<file path="config.mk">
export PLATFORM = sky130hd
export DESIGN_NAME = usb_proxy_top
export DESIGN_NICKNAME = d
export VERILOG_FILES = /design/src/hdl/usb_proxy_pkg.sv /design/src/hdl/monitor_stats.sv /design/src/hdl/pkt_decode.sv /design/src/hdl/proxy_fsm.sv /design/src/hdl/usb_proxy_top.sv
export VERILOG_INCLUDE_DIRS = /design/src /design/src/hdl
export SDC_FILE = /design/constraint.sdc
export NUM_CORES = 1
export LEC_CHECK = 0
export BUFFER_PORTS_ARGS = -buffer_cell sky130_fd_sc_hd__buf_2
export CAP_MARGIN = 20
export CELL_PAD_IN_SITES_DETAIL_PLACEMENT = 2
export CELL_PAD_IN_SITES_GLOBAL_PLACEMENT = 2
export CORE_ASPECT_RATIO = 1.5
export CORE_MARGIN = 2
export CORE_UTILIZATION = 32
export CTS_BUF_LIST = sky130_fd_sc_hd__clkbuf_4 sky130_fd_sc_hd__clkbuf_8 sky130_fd_sc_hd__clkbuf_16
export CTS_CLUSTER_DIAMETER = 200
export DETAILED_ROUTE_END_ITERATION = 10
export PLACE_DENSITY_LB_ADDON = 0.2
export SLEW_MARGIN = 5
export SYNTH_ARGS = -nofsm -noshare
export SYNTH_HDL_FRONTEND = slang
export SYNTH_HIERARCHICAL = 1
export SYNTH_SLANG_ARGS = --single-unit
</file>
<file path="constraint.sdc">
create_clock -name clk -period 5.71 [get_ports clk]
set_clock_uncertainty 0.15 [all_clocks]
set_input_delay 0.571 -clock clk [delete_from_list [all_inputs] [get_ports clk]]
set_output_delay 0.571 -clock clk [all_outputs]
set_load 0.005 [all_outputs]
</file>
<file path="src/hdl/usb_proxy_defines.svh">
/*
 * USB proxy shared constants
 * Data widths, PID codes, status bit positions, readback
 * register map and the device response timeout
 */
`ifndef USB_PROXY_DEFINES_SVH
`define USB_PROXY_DEFINES_SVH

// Widths
`define USB_BYTE_W      8
`define USB_PID_W       4
`define TIMESTAMP_W     64
`define PKT_COUNT_W     32
`define ERR_COUNT_W     16

`define RESP_TIMEOUT    200     // Cycles to wait for a device response

// PID codes
`define PID_OUT         4'b0001
`define PID_IN          4'b1001
`define PID_SETUP       4'b1101
`define PID_ACK         4'b0010
`define PID_SOF         4'b0101

// Status register bits
`define STAT_CONNECTED  0
`define STAT_ERROR      1
`define STAT_PROXY_EN   2
`define STAT_DROP       3

// Readback addresses
`define REG_STATUS      8'h00
`define REG_ERR_LO      8'h01   // High byte follows
`define REG_HOST_PKT0   8'h03   // Four bytes, LSB first
`define REG_DEV_PKT0    8'h07   // Four bytes, LSB first
`define REG_FRAME_LO    8'h0B
`define REG_FRAME_HI    8'h0C
`define REG_DROP_LO     8'h0D
`define REG_DROP_HI     8'h0E

`endif

</file>
<file path="src/hdl/usb_proxy_pkg.sv">
/*
 * USB proxy types
 * Vector types for the widths used across the proxy, the
 * receive, transmit, event and capture bundles, and the
 * proxy state encoding
 */
`default_nettype none

`include "usb_proxy_defines.svh"

package usb_proxy_pkg;

    typedef logic [`USB_BYTE_W-1:0]   byte_t;
    typedef logic [`USB_PID_W-1:0]    pid_t;
    typedef logic [`TIMESTAMP_W-1:0]  timestamp_t;
    typedef logic [`PKT_COUNT_W-1:0]  pkt_count_t;
    typedef logic [`ERR_COUNT_W-1:0]  err_count_t;
    typedef logic [2*`USB_BYTE_W-1:0] frame_num_t;   // SOF frame number, two bytes

    ////////////////////////////////////////////////////////////
    // Link side bundles
    ////////////////////////////////////////////////////////////

    typedef struct packed {
        byte_t data;
        logic  valid;
        logic  sop;
        logic  eop;
        pid_t  pid;
        logic  crc_valid;   // Meaningful on the EOP cycle
    } usb_rx_t;

    typedef struct packed {
        byte_t data;
        logic  valid;
        logic  sop;
        logic  eop;
        pid_t  pid;
    } usb_tx_t;

    // Decoder output, one cycle wide each
    typedef struct packed {
        logic host_start;
        logic dev_start;
        logic host_end;
        logic dev_end;
        logic crc_err;
        logic is_sof;
    } pkt_event_t;

    typedef struct packed {
        byte_t      data;
        byte_t      flags;       // PID in [7:4], direction in [0]
        timestamp_t timestamp;   // Taken at SOP
    } capture_t;

    typedef enum logic [2:0] {
        ST_IDLE,
        ST_HOST_TO_DEV,
        ST_WAIT_DEV_RESP,
        ST_DEV_TO_HOST,
        ST_SOF
    } proxy_state_e;

endpackage

`default_nettype wire

</file>
<file path="src/hdl/monitor_stats.sv">
/*
 * Monitor statistics
 * Packet, CRC error and capture drop counters, the status
 * register and the byte wide readback port
 */
`default_nettype none

`include "usb_proxy_defines.svh"

module monitor_stats (
    input  wire                            clk,
    input  wire                            rst_n,
    input  wire usb_proxy_pkg::pkt_event_t events,
    input  wire                            host_counted,
    input  wire                            dev_counted,
    input  wire                            drop,
    input  wire usb_proxy_pkg::frame_num_t frame_num,
    input  wire                            connected,
    input  wire                            proxy_enable,
    input  wire usb_proxy_pkg::byte_t      reg_addr,
    output usb_proxy_pkg::byte_t           status_register,
    output usb_proxy_pkg::byte_t           reg_read_data
);

    import usb_proxy_pkg::*;

    pkt_count_t host_pkts;
    pkt_count_t dev_pkts;
    err_count_t err_cnt;      // CRC failures on either side
    err_count_t drop_cnt;     // Capture bytes lost to back-pressure
    byte_t      status_next;

    always_comb begin
        status_next                  = '0;
        status_next[`STAT_CONNECTED] = connected;
        status_next[`STAT_ERROR]     = events.crc_err;   // One cycle pulse
        status_next[`STAT_PROXY_EN]  = proxy_enable;
        status_next[`STAT_DROP]      = status_register[`STAT_DROP] || drop;   // Sticky
    end

    ////////////////////////////////////////////////////////////
    // Counters and status
    ////////////////////////////////////////////////////////////

    always_ff @(posedge clk or negedge rst_n) begin
        if (!rst_n) begin
            host_pkts       <= '0;
            dev_pkts        <= '0;
            err_cnt         <= '0;
            drop_cnt        <= '0;
            status_register <= '0;
        end else begin
            status_register <= status_next;
            if (host_counted)
                host_pkts <= host_pkts + 1'b1;
            if (dev_counted)
                dev_pkts <= dev_pkts + 1'b1;
            if (events.crc_err)
                err_cnt <= err_cnt + 1'b1;
            if (drop)
                drop_cnt <= drop_cnt + 1'b1;
        end
    end

    ////////////////////////////////////////////////////////////
    // Readback
    ////////////////////////////////////////////////////////////

    always_comb begin
        case (reg_addr)
            `REG_STATUS:         reg_read_data = status_register;
            `REG_ERR_LO:         reg_read_data = err_cnt[7:0];
            `REG_ERR_LO + 8'd1:  reg_read_data = err_cnt[15:8];
            `REG_HOST_PKT0:        reg_read_data = host_pkts[7:0];
            `REG_HOST_PKT0 + 8'd1: reg_read_data = host_pkts[15:8];
            `REG_HOST_PKT0 + 8'd2: reg_read_data = host_pkts[23:16];
            `REG_HOST_PKT0 + 8'd3: reg_read_data = host_pkts[31:24];
            `REG_DEV_PKT0:         reg_read_data = dev_pkts[7:0];
            `REG_DEV_PKT0 + 8'd1:  reg_read_data = dev_pkts[15:8];
            `REG_DEV_PKT0 + 8'd2:  reg_read_data = dev_pkts[23:16];
            `REG_DEV_PKT0 + 8'd3:  reg_read_data = dev_pkts[31:24];
            `REG_FRAME_LO:       reg_read_data = frame_num[7:0];
            `REG_FRAME_HI:       reg_read_data = frame_num[15:8];
            `REG_DROP_LO:        reg_read_data = drop_cnt[7:0];
            `REG_DROP_HI:        reg_read_data = drop_cnt[15:8];
            default:             reg_read_data = '0;   // Unmapped
        endcase
    end

endmodule

`default_nettype wire

</file>
<file path="src/hdl/pkt_decode.sv">
/*
 * Packet event decoder
 * Turns the raw receive strobes of the host and device sides
 * into start, end, SOF and CRC error events. Purely
 * combinational
 */
`default_nettype none

`include "usb_proxy_defines.svh"

module pkt_decode (
    input  wire usb_proxy_pkg::usb_rx_t host_rx,
    input  wire usb_proxy_pkg::usb_rx_t device_rx,
    output usb_proxy_pkg::pkt_event_t   events
);

    logic host_bad_crc;   // Host EOP with failed CRC
    logic dev_bad_crc;    // Device EOP with failed CRC

    ////////////////////////////////////////////////////////////
    // CRC checks
    ////////////////////////////////////////////////////////////

    always_comb begin
        host_bad_crc = host_rx.valid && host_rx.eop && !host_rx.crc_valid;
        dev_bad_crc  = device_rx.valid && device_rx.eop && !device_rx.crc_valid;
    end

    ////////////////////////////////////////////////////////////
    // Event bundle
    ////////////////////////////////////////////////////////////

    always_comb begin
        events = '0;

        // Packet boundaries
        events.host_start = host_rx.valid && host_rx.sop;
        events.dev_start  = device_rx.valid && device_rx.sop;
        events.host_end   = host_rx.eop;
        events.dev_end    = device_rx.eop;

        events.is_sof  = (host_rx.pid == `PID_SOF);   // Only the host sends SOF
        events.crc_err = host_bad_crc || dev_bad_crc;
    end

endmodule

`default_nettype wire

</file>
<file path="src/hdl/proxy_fsm.sv">
/*
 * Proxy state machine
 * Routes host packets to the device and device packets back
 * to the host, waits a bounded time for the device response,
 * copies every forwarded byte to the capture port and picks
 * the frame number out of SOF packets
 */
`default_nettype none

`include "usb_proxy_defines.svh"

module proxy_fsm (
    input  wire                            clk,
    input  wire                            rst_n,
    input  wire usb_proxy_pkg::usb_rx_t    host_rx,
    input  wire usb_proxy_pkg::usb_rx_t    device_rx,
    input  wire usb_proxy_pkg::pkt_event_t events,
    input  wire                            proxy_enable,
    input  wire [1:0]                      device_line_state,
    input  wire usb_proxy_pkg::timestamp_t timestamp,
    input  wire                            buffer_ready,
    output usb_proxy_pkg::usb_tx_t         host_tx,
    output usb_proxy_pkg::usb_tx_t         device_tx,
    output usb_proxy_pkg::capture_t        capture,
    output logic                           capture_valid,
    output logic                           host_counted,
    output logic                           dev_counted,
    output logic                           drop,
    output usb_proxy_pkg::frame_num_t      frame_num,
    output logic                           connected
);

    import usb_proxy_pkg::*;

    localparam int WAIT_W = $clog2(`RESP_TIMEOUT + 1);

    proxy_state_e      state;
    proxy_state_e      next_state;
    pid_t              cur_pid;     // PID of the packet in flight
    pid_t              byte_pid;
    timestamp_t        sop_ts;
    logic [WAIT_W-1:0] wait_cnt;
    logic [1:0]        sof_idx;     // Byte index inside SOF, saturates at 3
    logic              host_accept;
    logic              dev_accept;
    logic              host_route;
    logic              dev_route;
    logic              fwd_valid;

    ////////////////////////////////////////////////////////////
    // Start acceptance and routing
    ////////////////////////////////////////////////////////////

    assign host_accept = (state == ST_IDLE) && proxy_enable && events.host_start;
    assign dev_accept  = proxy_enable && events.dev_start &&
                         ((state == ST_WAIT_DEV_RESP) ||
                          ((state == ST_IDLE) && !events.host_start));   // Host wins a tie

    // SOF is consumed here, never forwarded
    assign host_route = (state == ST_HOST_TO_DEV) || (host_accept && !events.is_sof);
    assign dev_route  = (state == ST_DEV_TO_HOST) || dev_accept;
    assign fwd_valid  = (host_route && host_rx.valid) || (dev_route && device_rx.valid);

    assign host_counted = host_accept;
    assign dev_counted  = dev_accept;
    assign drop         = fwd_valid && !buffer_ready;

    // The SOP byte carries its PID before cur_pid is loaded
    assign byte_pid = host_accept ? host_rx.pid : (dev_accept ? device_rx.pid : cur_pid);

    always_comb begin
        host_tx   = '0;
        device_tx = '0;
        if (host_route) begin
            device_tx = '{data: host_rx.data, valid: host_rx.valid, sop: host_rx.sop,
                          eop: host_rx.eop, pid: host_rx.pid};
        end
        if (dev_route) begin
            host_tx = '{data: device_rx.data, valid: device_rx.valid, sop: device_rx.sop,
                        eop: device_rx.eop, pid: device_rx.pid};
        end
    end

    always_comb begin
        next_state = state;
        case (state)
            ST_IDLE: begin
                if (host_accept && events.is_sof)
                    next_state = events.host_end ? ST_IDLE : ST_SOF;
                else if (host_accept)
                    next_state = events.host_end ? ST_WAIT_DEV_RESP : ST_HOST_TO_DEV;
                else if (dev_accept)
                    next_state = events.dev_end ? ST_IDLE : ST_DEV_TO_HOST;
            end
            ST_HOST_TO_DEV:   if (events.host_end) next_state = ST_WAIT_DEV_RESP;
            ST_WAIT_DEV_RESP: begin
                if (dev_accept)
                    next_state = events.dev_end ? ST_IDLE : ST_DEV_TO_HOST;
                else if (wait_cnt == WAIT_W'(`RESP_TIMEOUT - 1))
                    next_state = ST_IDLE;   // No response in time
            end
            ST_DEV_TO_HOST:   if (events.dev_end) next_state = ST_IDLE;
            ST_SOF:           if (events.host_end) next_state = ST_IDLE;
            default:          next_state = ST_IDLE;
        endcase
    end

    ////////////////////////////////////////////////////////////
    // Control registers
    ////////////////////////////////////////////////////////////

    always_ff @(posedge clk or negedge rst_n) begin
        if (!rst_n) begin
            state         <= ST_IDLE;
            wait_cnt      <= '0;
            sof_idx       <= '0;
            frame_num     <= '0;
            connected     <= 1'b0;
            capture_valid <= 1'b0;
        end else begin
            state         <= next_state;
            capture_valid <= fwd_valid && buffer_ready;
            wait_cnt      <= (state == ST_WAIT_DEV_RESP) ? wait_cnt + 1'b1 : '0;
            if (state == ST_IDLE)
                connected <= (device_line_state != 2'b00);

            if (host_accept && events.is_sof) begin
                sof_idx <= 2'd1;   // SOP byte is index 0
            end else if ((state == ST_SOF) && host_rx.valid) begin
                if (sof_idx == 2'd1)
                    frame_num[`USB_BYTE_W-1:0] <= host_rx.data;
                if (sof_idx == 2'd2)
                    frame_num[2*`USB_BYTE_W-1:`USB_BYTE_W] <= host_rx.data;
                if (sof_idx != 2'd3)
                    sof_idx <= sof_idx + 2'd1;
            end
        end
    end

    // Packet context and capture payload
    always_ff @(posedge clk) begin
        if (host_accept || dev_accept) begin
            cur_pid <= byte_pid;
            sop_ts  <= timestamp;
        end
        if (fwd_valid && buffer_ready) begin
            capture.data      <= host_route ? host_rx.data : device_rx.data;
            capture.flags     <= {byte_pid, {(`USB_BYTE_W - `USB_PID_W - 1){1'b0}}, dev_route};
            capture.timestamp <= (host_accept || dev_accept) ? timestamp : sop_ts;
        end
    end

endmodule

`default_nettype wire

</file>
<file path="src/hdl/usb_proxy_top.sv">
/*
 * USB transparent proxy with capture tap
 * Packs the loose link ports into bundles and connects the
 * event decoder, proxy state machine and statistics block
 */
`default_nettype none

module usb_proxy_top (
    input  wire                            clk,
    input  wire                            rst_n,
    // Host side
    input  wire usb_proxy_pkg::byte_t      host_rx_data,
    input  wire                            host_rx_valid,
    input  wire                            host_rx_sop,
    input  wire                            host_rx_eop,
    input  wire usb_proxy_pkg::pid_t       host_rx_pid,
    input  wire                            host_rx_crc_valid,
    output usb_proxy_pkg::byte_t           host_tx_data,
    output logic                           host_tx_valid,
    output logic                           host_tx_sop,
    output logic                           host_tx_eop,
    output usb_proxy_pkg::pid_t            host_tx_pid,
    // Device side
    input  wire usb_proxy_pkg::byte_t      device_rx_data,
    input  wire                            device_rx_valid,
    input  wire                            device_rx_sop,
    input  wire                            device_rx_eop,
    input  wire usb_proxy_pkg::pid_t       device_rx_pid,
    input  wire                            device_rx_crc_valid,
    output usb_proxy_pkg::byte_t           device_tx_data,
    output logic                           device_tx_valid,
    output logic                           device_tx_sop,
    output logic                           device_tx_eop,
    output usb_proxy_pkg::pid_t            device_tx_pid,
    // Control, capture and readback
    input  wire usb_proxy_pkg::timestamp_t timestamp,
    input  wire [1:0]                      device_line_state,
    input  wire                            proxy_enable,
    input  wire                            buffer_ready,
    output usb_proxy_pkg::byte_t           capture_data,
    output usb_proxy_pkg::byte_t           capture_flags,
    output usb_proxy_pkg::timestamp_t      capture_timestamp,
    output logic                           capture_valid,
    input  wire usb_proxy_pkg::byte_t      reg_addr,
    output usb_proxy_pkg::byte_t           status_register,
    output usb_proxy_pkg::byte_t           reg_read_data
);

    import usb_proxy_pkg::*;

    usb_rx_t    host_rx;
    usb_rx_t    device_rx;
    usb_tx_t    host_tx;
    usb_tx_t    device_tx;
    pkt_event_t events;
    capture_t   capture;
    frame_num_t frame_num;
    logic       host_counted;
    logic       dev_counted;
    logic       drop;
    logic       connected;

    // Field order follows the struct definitions
    assign host_rx   = {host_rx_data, host_rx_valid, host_rx_sop, host_rx_eop,
                        host_rx_pid, host_rx_crc_valid};
    assign device_rx = {device_rx_data, device_rx_valid, device_rx_sop, device_rx_eop,
                        device_rx_pid, device_rx_crc_valid};
    assign {host_tx_data, host_tx_valid, host_tx_sop, host_tx_eop, host_tx_pid} = host_tx;
    assign {device_tx_data, device_tx_valid, device_tx_sop, device_tx_eop,
            device_tx_pid} = device_tx;
    assign {capture_data, capture_flags, capture_timestamp} = capture;

    pkt_decode i_decode (
        .host_rx   (host_rx),
        .device_rx (device_rx),
        .events    (events)
    );

    proxy_fsm i_fsm (
        .clk               (clk),
        .rst_n             (rst_n),
        .host_rx           (host_rx),
        .device_rx         (device_rx),
        .events            (events),
        .proxy_enable      (proxy_enable),
        .device_line_state (device_line_state),
        .timestamp         (timestamp),
        .buffer_ready      (buffer_ready),
        .host_tx           (host_tx),
        .device_tx         (device_tx),
        .capture           (capture),
        .capture_valid     (capture_valid),
        .host_counted      (host_counted),
        .dev_counted       (dev_counted),
        .drop              (drop),
        .frame_num         (frame_num),
        .connected         (connected)
    );

    monitor_stats i_stats (
        .clk             (clk),
        .rst_n           (rst_n),
        .events          (events),
        .host_counted    (host_counted),
        .dev_counted     (dev_counted),
        .drop            (drop),
        .frame_num       (frame_num),
        .connected       (connected),
        .proxy_enable    (proxy_enable),
        .reg_addr        (reg_addr),
        .status_register (status_register),
        .reg_read_data   (reg_read_data)
    );

endmodule

`default_nettype wire

</file>
==> results.py, run 1 <==
metrics = {
    "worst_setup_path": {
        "crit_chain": "buf_2 -> nor2b_1 -> nand2_1 -> o21ai_0 -> a32oi_1 -> o311ai_0 -> buf_2",
        "crit_top_cell": "buf_2",
        "startpoint_type": "input port",
        "worstPathMaxFanout": 41,
        "crit_end": "reg_read_data[7]",
        "startpoint": "reg_addr[0]",
        "crit_type": "in2out",
        "reg2reg_depth": 7,
        "cp_num_buf_inv": 2,
        "crit_arrival_ns": 2.71,
        "required_ns": 4.99,
        "cp-end-kind": "primary output",
        "worst-path-stages": 7,
        "crit_family": "simple AND/OR/NAND/NOR gates",
        "crit_slowest_cell": "nor2b_1",
        "r2r_start": "i_fsm/state[2]",
        "r2r_slack_ns": 2.57,
        "r2r_end": "i_stats/dev_pkts[23]",
        "slowest_delay_ns": 0.70,
    },
    "hold_path": {
        "hp-class": "in2reg",
    },
    "clocking": {
        "cts_tree": "yes",
        "cts-resized-gates": 0,
        "clkLatencyLatePin_ns": 0.56,
        "clk_pin_slew_ns": 0.06,
        "cts-root-buf": "clkbuf_16",
        "cts_sinks": 276,
        "clockBufferDepth": 3,
        "cts_hold_buffers": 1,
        "cts_buffers": 30,
        "cts_max_level": 1,
        "post_cts_buffers": 0,
    },
    "global_routing": {
        "grt-ovfl-total": 0,
        "grt_util_met1": 0.218,
        "grt_pass1_vias": 9931,
        "grt-busiest-layer": "met2",
        "grt.total_usage": 0.195,
        "antenna_found_initial": 9,
        "grtUsageMet3": 0.0583,
        "grt_pass1_wl_um": 58700,
        "met2_usage": 0.362,
        "grt_max_degree": 84,
    },
    "timing": {
        "rsz0062_at_grt": "no",
        "final-hold-violation-count": 0,
        "maxSlewViolCount": 0,
        "min_period_ns": 3.43,
        "setup_viol": 0,
        "maxSlewHeadroom": 0.342,
        "max_clock_freq_ghz": 0.292,
        "tns_ns": 0,
        "holdWs_ns": 0.0311,
        "finalCritPeriodShare": 0.601,
        "tightest_slew_ns": 0.987,
    },
    "routing": {
        "wl_per_cell_um": 20.7,
        "via_per_inst": 4.91,
        "drt_pass1_iterations": 4,
        "drtAntennaViolNets": 0,
        "postRouteWirelength_um": 37600,
        "via_count": 8939,
        "drtIter0Drc": 349,
        "drc": 0,
    },
    "synth": {
        "synth_seq_cells": 276,
        "synthFlopType": "dfrtp_1",
        "ys_types": 66,
        "ys_seq_area_frac": 0.585,
        "yosysWarnings": 6,
        "synth_edf_count": 81,
        "synth-async-reset-ratio": 0.475,
        "post_synth.cell_area_avg_um2": 11.0,
        "syn_inst": 1088,
        "syn-cell-area_um2": 12000,
    },
    "pwr": {
        "p_leak_nw": 6.56,
        "p_per_area_nw_per_um2": 387,
        "peakVddDrop_v": 0.000254,
        "power_w": 0.00562,
    },
    "floorplanning": {
        "dieArea_um2": 39000,
        "dieWidth_um": 162,
        "start_util": 0.325,
        "rows": 86,
        "die_h_um": 241,
        "io-pin-count": 237,
        "coreArea_um2": 36800,
    },
    "finish": {
        "final_layout_size_suffix_gt1_frac": 0.267,
        "final_core_util": 0.395,
        "n_fill_cell": 3978,
        "nets": 1427,
        "syn2layout_area_growth_pct": 21.5,
    },
    "status": {
        "status": "complete, no violations",
    },
    "placement": {
        "dp_hpwl_um": 27600,
        "io_buffer_count": 229,
        "gp_congestion": 0.793,
    },
    "run": {
        "drv_cap": 0,
    },
}
placed cells by master, fill, tap and decap left out, drive strengths merged, types with 4 or more instances in the layout:
cell	netlist	routed
and3	15	15
diode	0	4
or2	4	4
nor3	8	8
inv	10	11
and4	7	7
nand3	39	39
clkinv	0	8
nor2b	16	16
ha	8	8
clkbuf	15	46
edfxtp	81	81
a21oi	14	14
a22oi	17	17
a31oi	10	10
o21ai	20	20
conb	2	7
nand4	28	28
nor4	5	5
xor2	24	24
mux2i	23	23
dfxtp	64	64
a22o	6	6
nand2b	4	4
mux2	41	41
nand2	260	260
buf	38	236
o22ai	7	7
dfrtp	131	131
nor2	49	49
and2	36	36
xnor2	75	75
report_power, final:
part           internal, W  leakage (nW)  switching, W
Clock              0.00113         0.504      0.000788
Combinational     0.000373          3.02      0.000565
Sequential         0.00253          3.04      0.000242
Total              0.00403          6.56       0.00160
layout make-up:
| class | count | area, um2 | share of cell area |
|---|---|---|---|
| inverters | 10 | 37.5 | 0.00258 |
| well taps | 484 | 606 | 0.0417 |
| clock inverters | 10 | 77.6 | 0.00534 |
| clock buffers | 46 | 901 | 0.0620 |
| repair buffers | 237 | 1210 | 0.0836 |
| flip-flops and latches | 276 | 6990 | 0.481 |
| diodes | 4 | 10.0 | 0.000689 |
| multi-input cells | 754 | 4690 | 0.323 |
per-layer routing:
| layer | vias up | share of wire |
|---|---|---|
| met5 | - | 0.0018 |
| met4 | 10 | 0.021 |
| met3 | 55 | 0.070 |
| met2 | 210 | 0.53 |
| met1 | 4499 | 0.38 |
| li1 | 4165 | - |
cell families (layout without fill, tap and decap cells):
kind of cell    count (synthesis)  count (layout)  synth area share
compound gates                 89              89            0.0490
xor+xnor                       99              99            0.0725
fa+ha+maj                       9               9           0.00921
buf+inv                        63             303            0.0270
flops                         276             276             0.585
mux                            64              64            0.0582
other cells                     2              11          0.000628
simple gates                  486             486             0.199
worst register-to-register path, cell delays in order, from the launching register on:
cell and delay, ns:
dfrtp_1 0.54, nor3b_2 0.37, and3b_1 0.69, nand4_1 0.37, nor4_4 0.40, and2b_1 0.24
nand3_1 0.11, xnor2_1 0.14
state kept, by name (all words and copies together) (netlist names):
register / count
i_fsm/state: 3
i_fsm/wait_cnt: 8
i_fsm/capture_valid: 1
i_fsm/connected: 1
i_fsm/sof_idx: 2
i_fsm/sop_ts: 64
i_stats/err_cnt: 16
i_stats/status_register: 4
i_fsm/capture: 77
i_fsm/frame_num: 16
i_fsm/cur_pid: 4
i_stats/dev_pkts: 32
i_stats/host_pkts: 32
i_stats/drop_cnt: 16
stage by stage:
stage / setup slack, ns / cell area (um2) / std cells
after floorplan: 0.202 / 12000 / 1093
after global placement: 2.29 / 13500 / 1760
after detailed placement: 2.23 / 13500 / 1760
after CTS: 2.23 / 14500 / 1817
after global routing: 2.08 / 14500 / 1817
final: 2.28 / 14500 / 1821
how the worst min path moves through the flow:
stage | from | end | depth (start not counted)
after floorplan | rst_n | i_fsm/capture_valid | 0
after global placement | i_fsm/connected | i_stats/status_register[0] | 0
after detailed placement | i_fsm/connected | i_stats/status_register[0] | 0
after CTS | proxy_enable | i_stats/status_register[2] | 1
after global routing | proxy_enable | i_stats/status_register[2] | 1
final | proxy_enable | i_stats/status_register[2] | 1
synthesized netlist by cell type, types with 24 or more instances:
library cell	instances	area [um2]
dfxtp_1	64	1280
xnor2_1	75	657
nor2_1	49	184
nand2_1	260	976
and2_1	35	219
dfrtp_1	131	3280
nand4_1	24	150
nand3_1	37	185
xor2_1	24	210
edfxtp_1	81	2430
mux2_2	40	450
Note: power is estimated with default switching activity, not from simulation.
==> run 2, diff against run 1 <==
Settings changed: CORE_UTILIZATION 32 to 35.
Clock period 5.71 ns to 3.6 ns, I/O delays scaled along.
==> run 2 against run 1 <==
Register-to-register slack got worse by 1.9 ns. Critical path depth did not move. Clock power grew 56%. Largest cell class unchanged.
==> results.py, run 2 (synthesized netlist as in run 1, its figures left out) <==
metrics = {
    "worst_setup_path": {
        "reg2reg_depth": 10,
        "worstPathMaxFanout": 41,
        "r2r_slack_ns": 0.68,
        "crit_slowest_cell": "nor2b_1",
        "crit_chain": "buf_2 -> nor2b_1 -> nand2_1 -> o21ai_0 -> a221oi_1 -> a21oi_1 -> buf_2",
        "slowest_delay_ns": 0.70,
        "startpoint_type": "input port",
        "required_ns": 3.09,
        "crit_top_cell": "buf_2",
        "cp_num_buf_inv": 2,
        "r2r_end": "i_stats/drop_cnt[13]",
        "r2r_start": "i_fsm/state[0]",
        "cp-end-kind": "primary output",
        "crit_type": "in2out",
        "crit_family": "simple AND/OR/NAND/NOR gates",
        "crit_arrival_ns": 2.41,
    },
    "finish": {
        "reg_top3": "i_fsm/capture: 77 flops, i_fsm/sop_ts: 64 flops",
        "largest_register_ffs": 77,
        "n_fill_cell": 3467,
        "final_cell_mix": "nand2_1 (260), buf_2 (228), dfrtp_1 (131), dlygate4sd3_1 (85), edfxtp_1 (81)",
        "largest-register": "i_fsm/capture",
        "final_layout_size_suffix_gt1_frac": 0.248,
        "nets": 1515,
        "antenna_cells": 0,
        "fin_area_um2": 15300,
        "syn2layout_area_growth_pct": 28.1,
        "final_cells": 1838,
        "final_common_cell": "nand2_1",
    },
    "clocking": {
        "cts_tree": "yes",
        "cts_sinks": 276,
        "clkLatencyLatePin_ns": 0.56,
        "cts-root-buf": "clkbuf_16",
        "post_cts_buffers": 0,
        "clockBufferDepth": 3,
        "cts_max_level": 1,
        "clk_pin_slew_ns": 0.06,
        "cts_buffers": 29,
    },
    "global_routing": {
        "grt-ovfl-total": 0,
        "antenna_found_initial": 0,
        "grt.total_usage": 0.237,
        "grt_pass1_wl_um": 64900,
        "grt_pass1_vias": 10915,
        "grt_max_degree": 71,
    },
    "timing": {
        "finalWorstSetupSlack_ns": 0.676,
        "rsz0062_at_grt": "no",
        "tns_ns": 0,
        "min_period_ns": 2.92,
        "maxSlewHeadroom": 0.447,
        "final-hold-violation-count": 0,
        "max_clock_freq_ghz": 0.342,
        "tightest_slew_ns": 0.830,
        "setup_viol": 0,
        "maxSlewViolCount": 0,
        "finalCritPeriodShare": 0.812,
    },
    "placement": {
        "dp_hpwl_um": 27900,
        "dp_slack_ns": 0.574,
        "gp_congestion": 0.797,
        "io_buffer_count": 229,
        "dp.cells": 1701,
        "place_area_um2": 13500,
    },
    "pwr": {
        "p_clk_frac": 0.329,
        "sw_frac_of_total": 0.297,
        "peakVddDrop_v": 0.000412,
        "power_w": 0.00913,
        "internal_power_w": 0.00641,
        "p_leak_nw": 6.91,
        "p_seq_frac": 0.485,
        "comb_power_share": 0.186,
        "netSwitchingPower_w": 0.00272,
        "p_per_area_nw_per_um2": 596,
    },
    "hold_path": {
        "hp-class": "in2reg",
        "hold_path_depth": 2,
        "worstHoldStart": "host_rx_data[7]",
        "hold_path_end": "i_fsm/frame_num[15]",
    },
    "routing": {
        "wl_per_cell_um": 22.7,
        "postRouteWirelength_um": 41700,
        "via_per_inst": 5.11,
        "drtAntennaViolNets": 0,
        "drt_pass1_iterations": 4,
        "via_count": 9393,
        "drc": 0,
        "drtIter0Drc": 294,
    },
    "run": {
        "drv_cap": 0,
    },
    "floorplanning": {
        "dieArea_um2": 35700,
        "coreArea_um2": 33500,
        "start_util": 0.356,
        "die_h_um": 230,
        "rows": 82,
        "io-pin-count": 237,
        "dieWidth_um": 155,
    },
    "status": {
        "status": "complete, no violations",
    },
}
[run 2: cell count changes in the layout (fill, tap and decap cells not counted), moves of 2 or more]
cell | previous run | this run
buf_12 | 0 | 4
clkbuf_16 | 31 | 29
clkbuf_4 | 13 | 4
bufinv_16 | 1 | 3
diode_2 | 4 | 0
dlygate4sd3_1 | 1 | 85
clkinv_1 | 1 | 6
[run 2: worst max-delay path by stage]
stage	startpoint	endpoint	cells after the start
detailed placement	host_rx_valid	i_stats/drop_cnt[13]	12
global placement	reg_addr[0]	reg_read_data[4]	7
floorplan	i_fsm/state[0]	i_fsm/capture[0]	6
global route	i_fsm/state[0]	i_stats/drop_cnt[13]	10
finish	reg_addr[0]	reg_read_data[0]	7
CTS	i_fsm/state[0]	i_stats/drop_cnt[13]	10
[run 2: repair_timing]
item,4_1_cts,5_1_grt
endpoints found under the hold margin,222,0
hold buffers,85,0
gates resized for setup,0,0
setup endpoints to repair,0,0
[run 2: area by class of cell]
| type | instances | area (um2) | share of cell area |
|---|---|---|---|
| sequential | 276 | 6990 | 0.456 |
| multi-input combinational | 754 | 4690 | 0.306 |
| clock buffer | 34 | 769 | 0.0502 |
| tap | 420 | 526 | 0.0343 |
| inverter | 10 | 37.5 | 0.00245 |
| timing repair buffer | 326 | 2140 | 0.140 |
| clock inverter | 18 | 164 | 0.0107 |
[run 2: layer usage]
layer	up-vias	part of all wire	wire, um	GRT usage
met1	4786	0.36	15200	0.257
met3	55	0.062	2580	0.0610
met5	-	0	0	0
met4	0	0.024	991	0.0622
li1	4325	-	-	-
met2	227	0.55	23000	0.450
[run 2: per-stage QoR]
step	hold slack, ns	util
after floorplan	-0.0856	-
after global placement	0.212	0.403
after detailed placement	0.220	0.403
after CTS	0.00273	0.457
after global routing	0.0214	0.457
final	0.0364	0.457
[run 2: power groups by stage]
stage | Clock [W] | Sequential [W] | Combinational [W]
2_1_floorplan | 0 | 0.00431 | 0.000918
3_3_place_gp | 0 | 0.00442 | 0.00148
3_5_place_dp | 0 | 0.00446 | 0.00156
6_report | 0.00300 | 0.00443 | 0.00170
5_1_grt | 0.00321 | 0.00450 | 0.00189
4_1_cts | 0.00307 | 0.00441 | 0.00165
